### config.mk
export PLATFORM = sky130hd
export DESIGN_NAME = endpoint_node
export DESIGN_NICKNAME = d
export VERILOG_FILES = /design/src/common/chiplet_pkg.sv /design/src/hdl/flit_fifo.sv /design/src/endpoint/flit_packetizer.sv /design/src/endpoint/rx_reader.sv /design/src/hdl/credit_link_tx.sv /design/src/hdl/endpoint_node.sv
export SDC_FILE = /design/constraint.sdc
export NUM_CORES = 1
export LEC_CHECK = 0
export ABC_AREA = 1
export ABC_CLOCK_PERIOD_IN_PS = 5570
export BUFFER_PORTS_ARGS = -buffer_cell sky130_fd_sc_hd__buf_2
export CAP_MARGIN = 20
export CORE_ASPECT_RATIO = 0.9
export CORE_MARGIN = 2
export CORE_UTILIZATION = 30
export CTS_BUF_LIST = sky130_fd_sc_hd__clkbuf_16
export DETAILED_ROUTE_END_ITERATION = 16
export GPL_ROUTABILITY_DRIVEN = 1
export PLACE_DENSITY_LB_ADDON = 0.25
export SYNTH_ARGS = -nofsm -noshare
export SYNTH_HDL_FRONTEND = slang
export SYNTH_SLANG_ARGS = --single-unit
### constraint.sdc
create_clock -name clk -period 5.57 [get_ports clk]
set_clock_uncertainty 0.15 [all_clocks]
set_input_delay 0.557 -clock clk [delete_from_list [all_inputs] [get_ports clk]]
set_output_delay 0.557 -clock clk [all_outputs]
set_load 0.01 [all_outputs]
### src/common/chiplet_pkg.sv
package chiplet_pkg;

    // word and field widths.
    localparam int data_width = 32;
    localparam int node_w     = 4;
    localparam int len_w      = 8;
    localparam int count_w    = 8;
    localparam int strobe_w   = data_width / 8;

    localparam int head_rsvd_w   = data_width - 2 * node_w - len_w;
    localparam int status_rsvd_w = data_width - count_w - 4;

    // bus address map, byte offsets.
    localparam logic [7:0] addr_tx_head   = 8'h00;
    localparam logic [7:0] addr_tx_data   = 8'h04;
    localparam logic [7:0] addr_rx_data   = 8'h10;
    localparam logic [7:0] addr_rx_status = 8'h14;

    typedef enum logic [1:0] {
        kind_head = 2'd0,
        kind_body = 2'd1,
        kind_tail = 2'd2
    } flit_kind_e;

    // head view of a payload word.
    typedef struct packed {
        logic [node_w-1:0]      dest_node;
        logic [node_w-1:0]      src_node;
        logic [len_w-1:0]       length;    // body flits that follow.
        logic [head_rsvd_w-1:0] reserved;
    } head_t;

    // one payload word, read as a head or as plain data.
    typedef union packed {
        head_t                 head;
        logic [data_width-1:0] data;
    } flit_payload_u;

    typedef struct packed {
        flit_kind_e    kind;
        flit_payload_u payload;
    } flit_t;

    // receive status word, rx_count in the low byte.
    typedef struct packed {
        logic [status_rsvd_w-1:0] pad;
        flit_kind_e               front_kind;
        logic                     empty;
        logic                     overflow;
        logic [count_w-1:0]       rx_count;
    } rx_status_t;

endpackage

### src/hdl/flit_fifo.sv
`timescale 1ns/1ps

module flit_fifo
    import chiplet_pkg::*;
#(
    parameter int depth = 8
) (
    input  logic               clk,
    input  logic               rst_n,
    input  logic               push,
    input  flit_t              push_flit,
    input  logic               pop,
    output flit_t              front_flit,
    output logic               full,
    output logic               empty,
    output logic [count_w-1:0] count
);

    localparam int ptr_w = (depth > 1) ? $clog2(depth) : 1;

    flit_t            mem [depth];
    logic [ptr_w-1:0] wr_ptr;
    logic [ptr_w-1:0] rd_ptr;
    logic             do_push;
    logic             do_pop;

    assign full       = (count == count_w'(depth));
    assign empty      = (count == '0);
    assign do_push    = push && !full;  // push on full is dropped.
    assign do_pop     = pop && !empty;
    assign front_flit = mem[rd_ptr];

    always_ff @(posedge clk) begin
        if (do_push) begin
            mem[wr_ptr] <= push_flit;
        end
    end

    always_ff @(posedge clk) begin
        if (!rst_n) begin
            wr_ptr <= '0;
            rd_ptr <= '0;
            count  <= '0;
        end else begin
            if (do_push) begin
                wr_ptr <= (wr_ptr == ptr_w'(depth - 1)) ? '0 : wr_ptr + 1'b1;
            end
            if (do_pop) begin
                rd_ptr <= (rd_ptr == ptr_w'(depth - 1)) ? '0 : rd_ptr + 1'b1;
            end
            case ({do_push, do_pop})
                2'b10:   count <= count + 1'b1;
                2'b01:   count <= count - 1'b1;
                default: count <= count;
            endcase
        end
    end

endmodule

### src/endpoint/flit_packetizer.sv
`timescale 1ns/1ps

module flit_packetizer
    import chiplet_pkg::*;
#(
    parameter int addr_width = 32,
    parameter int node_id    = 1
) (
    input  logic                  clk,
    input  logic                  rst_n,
    input  logic                  wen,
    input  logic [addr_width-1:0] addr,
    input  logic [data_width-1:0] wdata,
    input  logic [strobe_w-1:0]   strobe,
    input  logic                  fifo_full,
    output logic                  push,
    output flit_t                 push_flit,
    output logic                  request_stall,
    output logic                  wr_error
);

    logic             pkt_open;
    logic [len_w-1:0] remaining;
    flit_payload_u    wr_word;
    logic             is_head;
    logic             is_data;
    logic             head_ok;
    logic             data_ok;
    logic             legal;
    logic             last_body;

    assign wr_word.data = wdata;

    assign is_head = (addr == addr_width'(addr_tx_head));
    assign is_data = (addr == addr_width'(addr_tx_data));

    // a new head needs a closed packet and a nonzero length.
    assign head_ok = is_head && !pkt_open && (wr_word.head.length != '0);
    assign data_ok = is_data && pkt_open;

    assign legal     = wen && (&strobe) && (head_ok || data_ok);
    assign last_body = (remaining == len_w'(1));

    assign push          = legal && !fifo_full;
    assign request_stall = legal && fifo_full;  // master holds the write.
    assign wr_error      = wen && !((&strobe) && (head_ok || data_ok));

    always_comb begin
        push_flit.kind         = last_body ? kind_tail : kind_body;
        push_flit.payload.data = wdata;
        if (is_head) begin
            push_flit.kind                   = kind_head;
            push_flit.payload.head.dest_node = wr_word.head.dest_node;
            push_flit.payload.head.src_node  = node_w'(node_id);
            push_flit.payload.head.length    = wr_word.head.length;
            push_flit.payload.head.reserved  = '0;
        end
    end

    always_ff @(posedge clk) begin
        if (!rst_n) begin
            pkt_open  <= 1'b0;
            remaining <= '0;
        end else if (push) begin
            if (is_head) begin
                pkt_open  <= 1'b1;
                remaining <= wr_word.head.length;
            end else begin
                remaining <= remaining - 1'b1;
                if (last_body) begin
                    pkt_open <= 1'b0;  // tail closes the packet.
                end
            end
        end
    end

endmodule

### src/endpoint/rx_reader.sv
`timescale 1ns/1ps

module rx_reader
    import chiplet_pkg::*;
#(
    parameter int addr_width = 32
) (
    input  logic                  clk,
    input  logic                  rst_n,
    input  logic                  ren,
    input  logic [addr_width-1:0] addr,
    input  logic                  data_ready_in,
    input  logic                  fifo_full,
    input  logic                  fifo_empty,
    input  logic [count_w-1:0]    fifo_count,
    input  flit_t                 front_flit,
    output logic                  pop,
    output logic [data_width-1:0] rdata,
    output logic                  rd_error,
    output logic                  credit_return
);

    logic       overflow;
    logic       is_data;
    logic       is_status;
    rx_status_t status;

    assign is_data   = (addr == addr_width'(addr_rx_data));
    assign is_status = (addr == addr_width'(addr_rx_status));

    assign pop = ren && is_data && !fifo_empty;

    always_comb begin
        status            = '0;
        status.rx_count   = fifo_count;
        status.overflow   = overflow;
        status.empty      = fifo_empty;
        // front entry is stale when empty.
        status.front_kind = fifo_empty ? kind_head : front_flit.kind;
    end

    always_comb begin
        rdata = '0;
        if (pop) begin
            rdata = front_flit.payload.data;
        end else if (ren && is_status) begin
            rdata = status;
        end
    end

    assign rd_error = ren && ((is_data && fifo_empty) || !(is_data || is_status));

    always_ff @(posedge clk) begin
        if (!rst_n) begin
            overflow      <= 1'b0;
            credit_return <= 1'b0;
        end else begin
            credit_return <= pop;  // one credit per drained flit.
            if (data_ready_in && fifo_full) begin
                overflow <= 1'b1;  // sticky until reset.
            end
        end
    end

endmodule

### src/hdl/credit_link_tx.sv
`timescale 1ns/1ps

module credit_link_tx
    import chiplet_pkg::*;
#(
    parameter int link_credits = 4
) (
    input  logic  clk,
    input  logic  rst_n,
    input  logic  fifo_empty,
    input  flit_t front_flit,
    input  logic  credit_granted,
    output logic  pop,
    output flit_t out_flit,
    output logic  data_ready_out
);

    localparam int credit_w = $clog2(link_credits + 1);

    logic [credit_w-1:0] credits;
    logic                send;

    // one flit per cycle while the far end has room.
    assign send = !fifo_empty && (credits != '0);
    assign pop  = send;

    always_ff @(posedge clk) begin
        if (send) begin
            out_flit <= front_flit;
        end
    end

    always_ff @(posedge clk) begin
        if (!rst_n) begin
            credits        <= credit_w'(link_credits);
            data_ready_out <= 1'b0;
        end else begin
            data_ready_out <= send;
            case ({send, credit_granted})
                2'b10: begin
                    credits <= credits - 1'b1;
                end
                2'b01: begin
                    if (credits != credit_w'(link_credits)) begin
                        credits <= credits + 1'b1;  // saturates at the limit.
                    end
                end
                default: begin
                    credits <= credits;
                end
            endcase
        end
    end

endmodule

### src/hdl/endpoint_node.sv
`timescale 1ns/1ps

module endpoint_node
    import chiplet_pkg::*;
#(
    parameter int addr_width   = 32,
    parameter int node_id      = 1,
    parameter int tx_depth     = 8,
    parameter int rx_depth     = 8,
    parameter int link_credits = 4
) (
    input  logic                  clk,
    input  logic                  rst_n,
    input  logic                  wen,
    input  logic                  ren,
    input  logic [addr_width-1:0] addr,
    input  logic [data_width-1:0] wdata,
    input  logic [strobe_w-1:0]   strobe,
    output logic [data_width-1:0] rdata,
    output logic                  error,
    output logic                  request_stall,
    input  flit_t                 in_flit,
    input  logic                  data_ready_in,
    output flit_t                 out_flit,
    output logic                  data_ready_out,
    input  logic                  credit_granted,
    output logic                  credit_return
);

    logic               tx_push;
    flit_t              tx_push_flit;
    logic               tx_pop;
    flit_t              tx_front;
    logic               tx_full;
    logic               tx_empty;
    logic               rx_pop;
    flit_t              rx_front;
    logic               rx_full;
    logic               rx_empty;
    logic [count_w-1:0] rx_count;
    logic               wr_error;
    logic               rd_error;

    assign error = wr_error | rd_error;

    flit_packetizer #(
        .addr_width(addr_width),
        .node_id   (node_id)
    ) u_packetizer (
        .clk          (clk),
        .rst_n        (rst_n),
        .wen          (wen),
        .addr         (addr),
        .wdata        (wdata),
        .strobe       (strobe),
        .fifo_full    (tx_full),
        .push         (tx_push),
        .push_flit    (tx_push_flit),
        .request_stall(request_stall),
        .wr_error     (wr_error)
    );

    flit_fifo #(
        .depth(tx_depth)
    ) u_tx_fifo (
        .clk       (clk),
        .rst_n     (rst_n),
        .push      (tx_push),
        .push_flit (tx_push_flit),
        .pop       (tx_pop),
        .front_flit(tx_front),
        .full      (tx_full),
        .empty     (tx_empty),
        .count     ()
    );

    credit_link_tx #(
        .link_credits(link_credits)
    ) u_link_tx (
        .clk           (clk),
        .rst_n         (rst_n),
        .fifo_empty    (tx_empty),
        .front_flit    (tx_front),
        .credit_granted(credit_granted),
        .pop           (tx_pop),
        .out_flit      (out_flit),
        .data_ready_out(data_ready_out)
    );

    flit_fifo #(
        .depth(rx_depth)
    ) u_rx_fifo (
        .clk       (clk),
        .rst_n     (rst_n),
        .push      (data_ready_in),
        .push_flit (in_flit),
        .pop       (rx_pop),
        .front_flit(rx_front),
        .full      (rx_full),
        .empty     (rx_empty),
        .count     (rx_count)
    );

    rx_reader #(
        .addr_width(addr_width)
    ) u_rx_reader (
        .clk          (clk),
        .rst_n        (rst_n),
        .ren          (ren),
        .addr         (addr),
        .data_ready_in(data_ready_in),
        .fifo_full    (rx_full),
        .fifo_empty   (rx_empty),
        .fifo_count   (rx_count),
        .front_flit   (rx_front),
        .pop          (rx_pop),
        .rdata        (rdata),
        .rd_error     (rd_error),
        .credit_return(credit_return)
    );

endmodule

==> qor.yml <==
critical_path:
  rrSetupSlack_ns: 1.90
  crit_path_end_kind: "output pin"
  worst-r2r-cell-count: 18
  rr_endpoint: "u_rx_fifo.count[6]"
  critical_path_class: "reg2out"
  rr_startpoint: "u_rx_fifo.count[0]"
  cp_cell_sequence: "clkinv_2 > buf_4 > a21oi_1 > a22oi_1 > nor2_1 > a211oi_2 > buf_2"
  worstPathMaxFanout: 50
  crit_end: "rdata[27]"
  critPathRequiredTime_ns: 4.86
  cp.arrival_ns: 3.45
  critPathLaunchType: "flop"
  slowest_delay_ns: 0.81
  crit_slowest_cell: "clkinv_2"
clock_network:
  insertion_delay_ns: 0.60
  cts_tree: "yes"
  clk_pin_slew_ns: 0.06
  clock_path_buffers: 3
  cts_sinks: 624
  cts.root.buffer_cell: "clkbuf_16"
  numCtsBuffers: 67
  hold_buffers: 0
  htreeDepth: 3
  cts_resized: 0
  post_cts.repair.setup_buffers: 0
timing:
  hold_viol_final: 0
  drv_slew: 0
  period_share: 0.746
  worst_pin_slew_ns: 1.04
  maxSlewHeadroom: 0.308
  rsz0062_at_grt: "no"
  fin_crit_ns: 4.16
  setup_viol: 0
  max_freq_ghz: 0.241
  fin_setup_tns_ns: 0
finish:
  design_area_sq_mm: 0.0298
  drive_gt1_frac: 0.158
  final_nets: 2371
  synthToLayoutAreaGrowth_pct: 17.0
floorplanning:
  fp.coreArea_sq_mm: 0.0843
  ioPinCount: 178
  die-area_sq_mm: 0.0873
  rows: 101
  start_util: 0.302
  die_x_microns: 311
  die_y_microns: 280
placed_design:
  place_area_sq_mm: 0.0277
  hpwl_mm: 35.8
  io_buffers: 177
  place_congestion: 0.790
drt:
  drtIter0Drc: 1320
  drt-pass1-iter-count: 5
  routedWlPerCell_microns: 18.4
  routed_wl_mm: 63.0
  ant_nets: 0
  vias: 16200
  avgViaCountPerCell: 4.74
  drc_errors: 0
power:
  ir_worst_vdd_mv: 0.199
  total_power_mw: 12.1
  p_leak_nw: 10.6
  p_per_area_mw_per_mm2: 404
logic_synthesis:
  ys.flop_type: "edfxtp_1"
  synthCells: 2072
  synth_area_sq_mm: 0.0255
  syn_nets: 2207
  yosys_warnings: 0
  syn_area_per_cell_sq_um: 12.3
  async_flop_share: 0
  yosys.cell_types.count: 44
  synth-edff-count: 578
  seq_area_frac_synth: 0.717
  ys_seq_elements: 624
grt:
  overflow: 0
  antenna_found_initial: 11
  grtUsageTotal: 0.142
  grt_max_degree: 95
  grt_pass1_wl_mm: 96.3
  grt_pass1_vias: 15900
outcome:
  outcome: "completed"
hold_path:
  hp-class: "in2reg"
flow_run:
  maxCapViolCount: 0
==> worst min path at each step <==
stage	cells past startpoint	to	slack, ns	start
CTS	1	u_rx_fifo.mem[7][12]	0.03	in_flit[12]
floorplan	2	u_rx_reader.overflow	0.29	u_rx_reader.overflow
finish	1	u_rx_fifo.mem[3][16]	0.06	in_flit[16]
global placement	2	u_rx_reader.overflow	0.30	u_rx_reader.overflow
global route	1	u_rx_fifo.mem[7][20]	0.05	in_flit[20]
detailed placement	2	u_rx_reader.overflow	0.30	u_rx_reader.overflow
==> worst max-delay path: cells and delay by family (launching register included) <==
family | cells | cell delay, ns
AND/OR/NAND/NOR | 1 | 0.16
flip-flops | 1 | 0.73
buffers and inverters | 3 | 1.58
AO/OA/AOI/OAI | 3 | 0.38
==> power by group <==
part           total, mW  switching [mW]  internal [mW]
clock network       4.32            1.83           2.49
registers           5.65           0.184           5.46
logic               2.08            1.40          0.686
==> state kept, by name (all words and copies together) (netlist names), named ones only <==
name	flops
u_packetizer.pkt_open	1
u_tx_fifo.wr_ptr	3
u_rx_fifo.rd_ptr	3
u_rx_reader.credit_return	1
u_link_tx.data_ready_out	1
u_rx_reader.overflow	1
u_link_tx.credits	3
u_rx_fifo.count	8
u_tx_fifo.count	8
u_link_tx.out_flit	34
u_packetizer.remaining	8
u_rx_fifo.mem	272
u_tx_fifo.mem	272
u_tx_fifo.rd_ptr	3
u_rx_fifo.wr_ptr	3
==> cell usage after synthesis (2+ instances only) <==
| cell | n | area share |
|---|---|---|
| a211oi_2 | 19 | 0.0093 |
| a21oi_1 | 89 | 0.017 |
| a22oi_1 | 20 | 0.0059 |
| a31oi_1 | 36 | 0.0088 |
| a32o_1 | 20 | 0.0079 |
| buf_1 | 7 | 0.0010 |
| buf_2 | 31 | 0.0061 |
| buf_6 | 4 | 0.0018 |
| clkbuf_1 | 73 | 0.011 |
| dfxtp_1 | 46 | 0.036 |
| edfxtp_1 | 578 | 0.68 |
| fa_1 | 3 | 0.0024 |
| ha_1 | 24 | 0.012 |
| inv_1 | 101 | 0.015 |
| inv_2 | 2 | 0.00029 |
| mux2i_1 | 18 | 0.0071 |
| nand2_1 | 233 | 0.034 |
| nand3_1 | 41 | 0.0081 |
| nand3_4 | 2 | 0.0014 |
| nand3b_1 | 2 | 0.00059 |
| nand4_1 | 17 | 0.0042 |
| nor2_1 | 401 | 0.059 |
| nor3_1 | 2 | 0.00039 |
| nor3_2 | 2 | 0.00079 |
| nor4_1 | 2 | 0.00049 |
| o211ai_1 | 2 | 0.00059 |
| o21ai_0 | 201 | 0.039 |
| o21ai_1 | 6 | 0.0012 |
| o21bai_1 | 2 | 0.00059 |
| o221ai_1 | 19 | 0.0065 |
| o22ai_1 | 41 | 0.010 |
| or2_2 | 3 | 0.00074 |
| xnor2_1 | 2 | 0.00069 |
| xor2_1 | 13 | 0.0045 |
==> cells by family (layout without fill, tap and decap cells) <==
group           count (synthesis)  count (layout)  share of synthesized area
simple gates                  711             711                      0.113
flops                         624             624                      0.717
compound gates                456             456                      0.108
xor+xnor                       15              15                    0.00516
other cells                     0               1                          0
mux                            18              18                    0.00707
fa+ha+maj                      27              27                     0.0141
buf+inv                       221             433                     0.0355
==> per-stage QoR <==
stage / hold slack [ns] / std cells / util / setup slack, ns
after CTS: 0.0271 / 3417 / 0.354 / 1.30
after global placement: 0.299 / 3300 / 0.328 / 1.46
after detailed placement: 0.301 / 3300 / 0.328 / 1.35
final: 0.0647 / 3418 / 0.354 / 1.41
after global routing: 0.0506 / 3417 / 0.354 / 1.07
after floorplan: 0.286 / 2072 / - / 2.12
==> layout make-up <==
type                       count  area (sq um)
antenna                        1          2.50
clock buffer                  67          1680
clock inverter                50           465
fill                        8199         54500
inverter                     106           407
multi-input combinational   1227          6410
sequential                   624         18300
tap                         1133          1420
timing repair buffer         210          1130
==> layout by cell type (no fill, tap or decap), drive strengths merged <==
cell | synthesis | final
o21ai | 207 | 207
nand3b | 2 | 2
nand2 | 236 | 236
o211ai | 2 | 2
nand2b | 1 | 1
o22ai | 41 | 41
a22oi | 20 | 20
o221ai | 19 | 19
nor4 | 2 | 2
a31oi | 36 | 36
bufinv | 0 | 6
nor3 | 4 | 4
a21oi | 89 | 89
mux2i | 18 | 18
nand3 | 44 | 44
buf | 42 | 210
nand4 | 17 | 17
dfxtp | 46 | 46
clkbuf | 73 | 67
clkinv | 3 | 29
nor2 | 402 | 402
edfxtp | 578 | 578
xor2 | 13 | 13
fa | 3 | 3
clkinvlp | 0 | 3
a211oi | 20 | 20
or2 | 3 | 3
a32o | 20 | 20
ha | 24 | 24
inv | 103 | 118
o21bai | 2 | 2
xnor2 | 2 | 2
diode | 0 | 1
==> metal layers <==
layer | part of all wire | GRT usage | vias to the layer above
li1 | - | - | 7786
met1 | 0.44 | 0.183 | 7938
met2 | 0.49 | 0.245 | 376
met3 | 0.049 | 0.0288 | 84
met4 | 0.019 | 0.0369 | 18
met5 | 0.0018 | 0 | -
No activity file was read; power rests on OpenSTA's default activity.
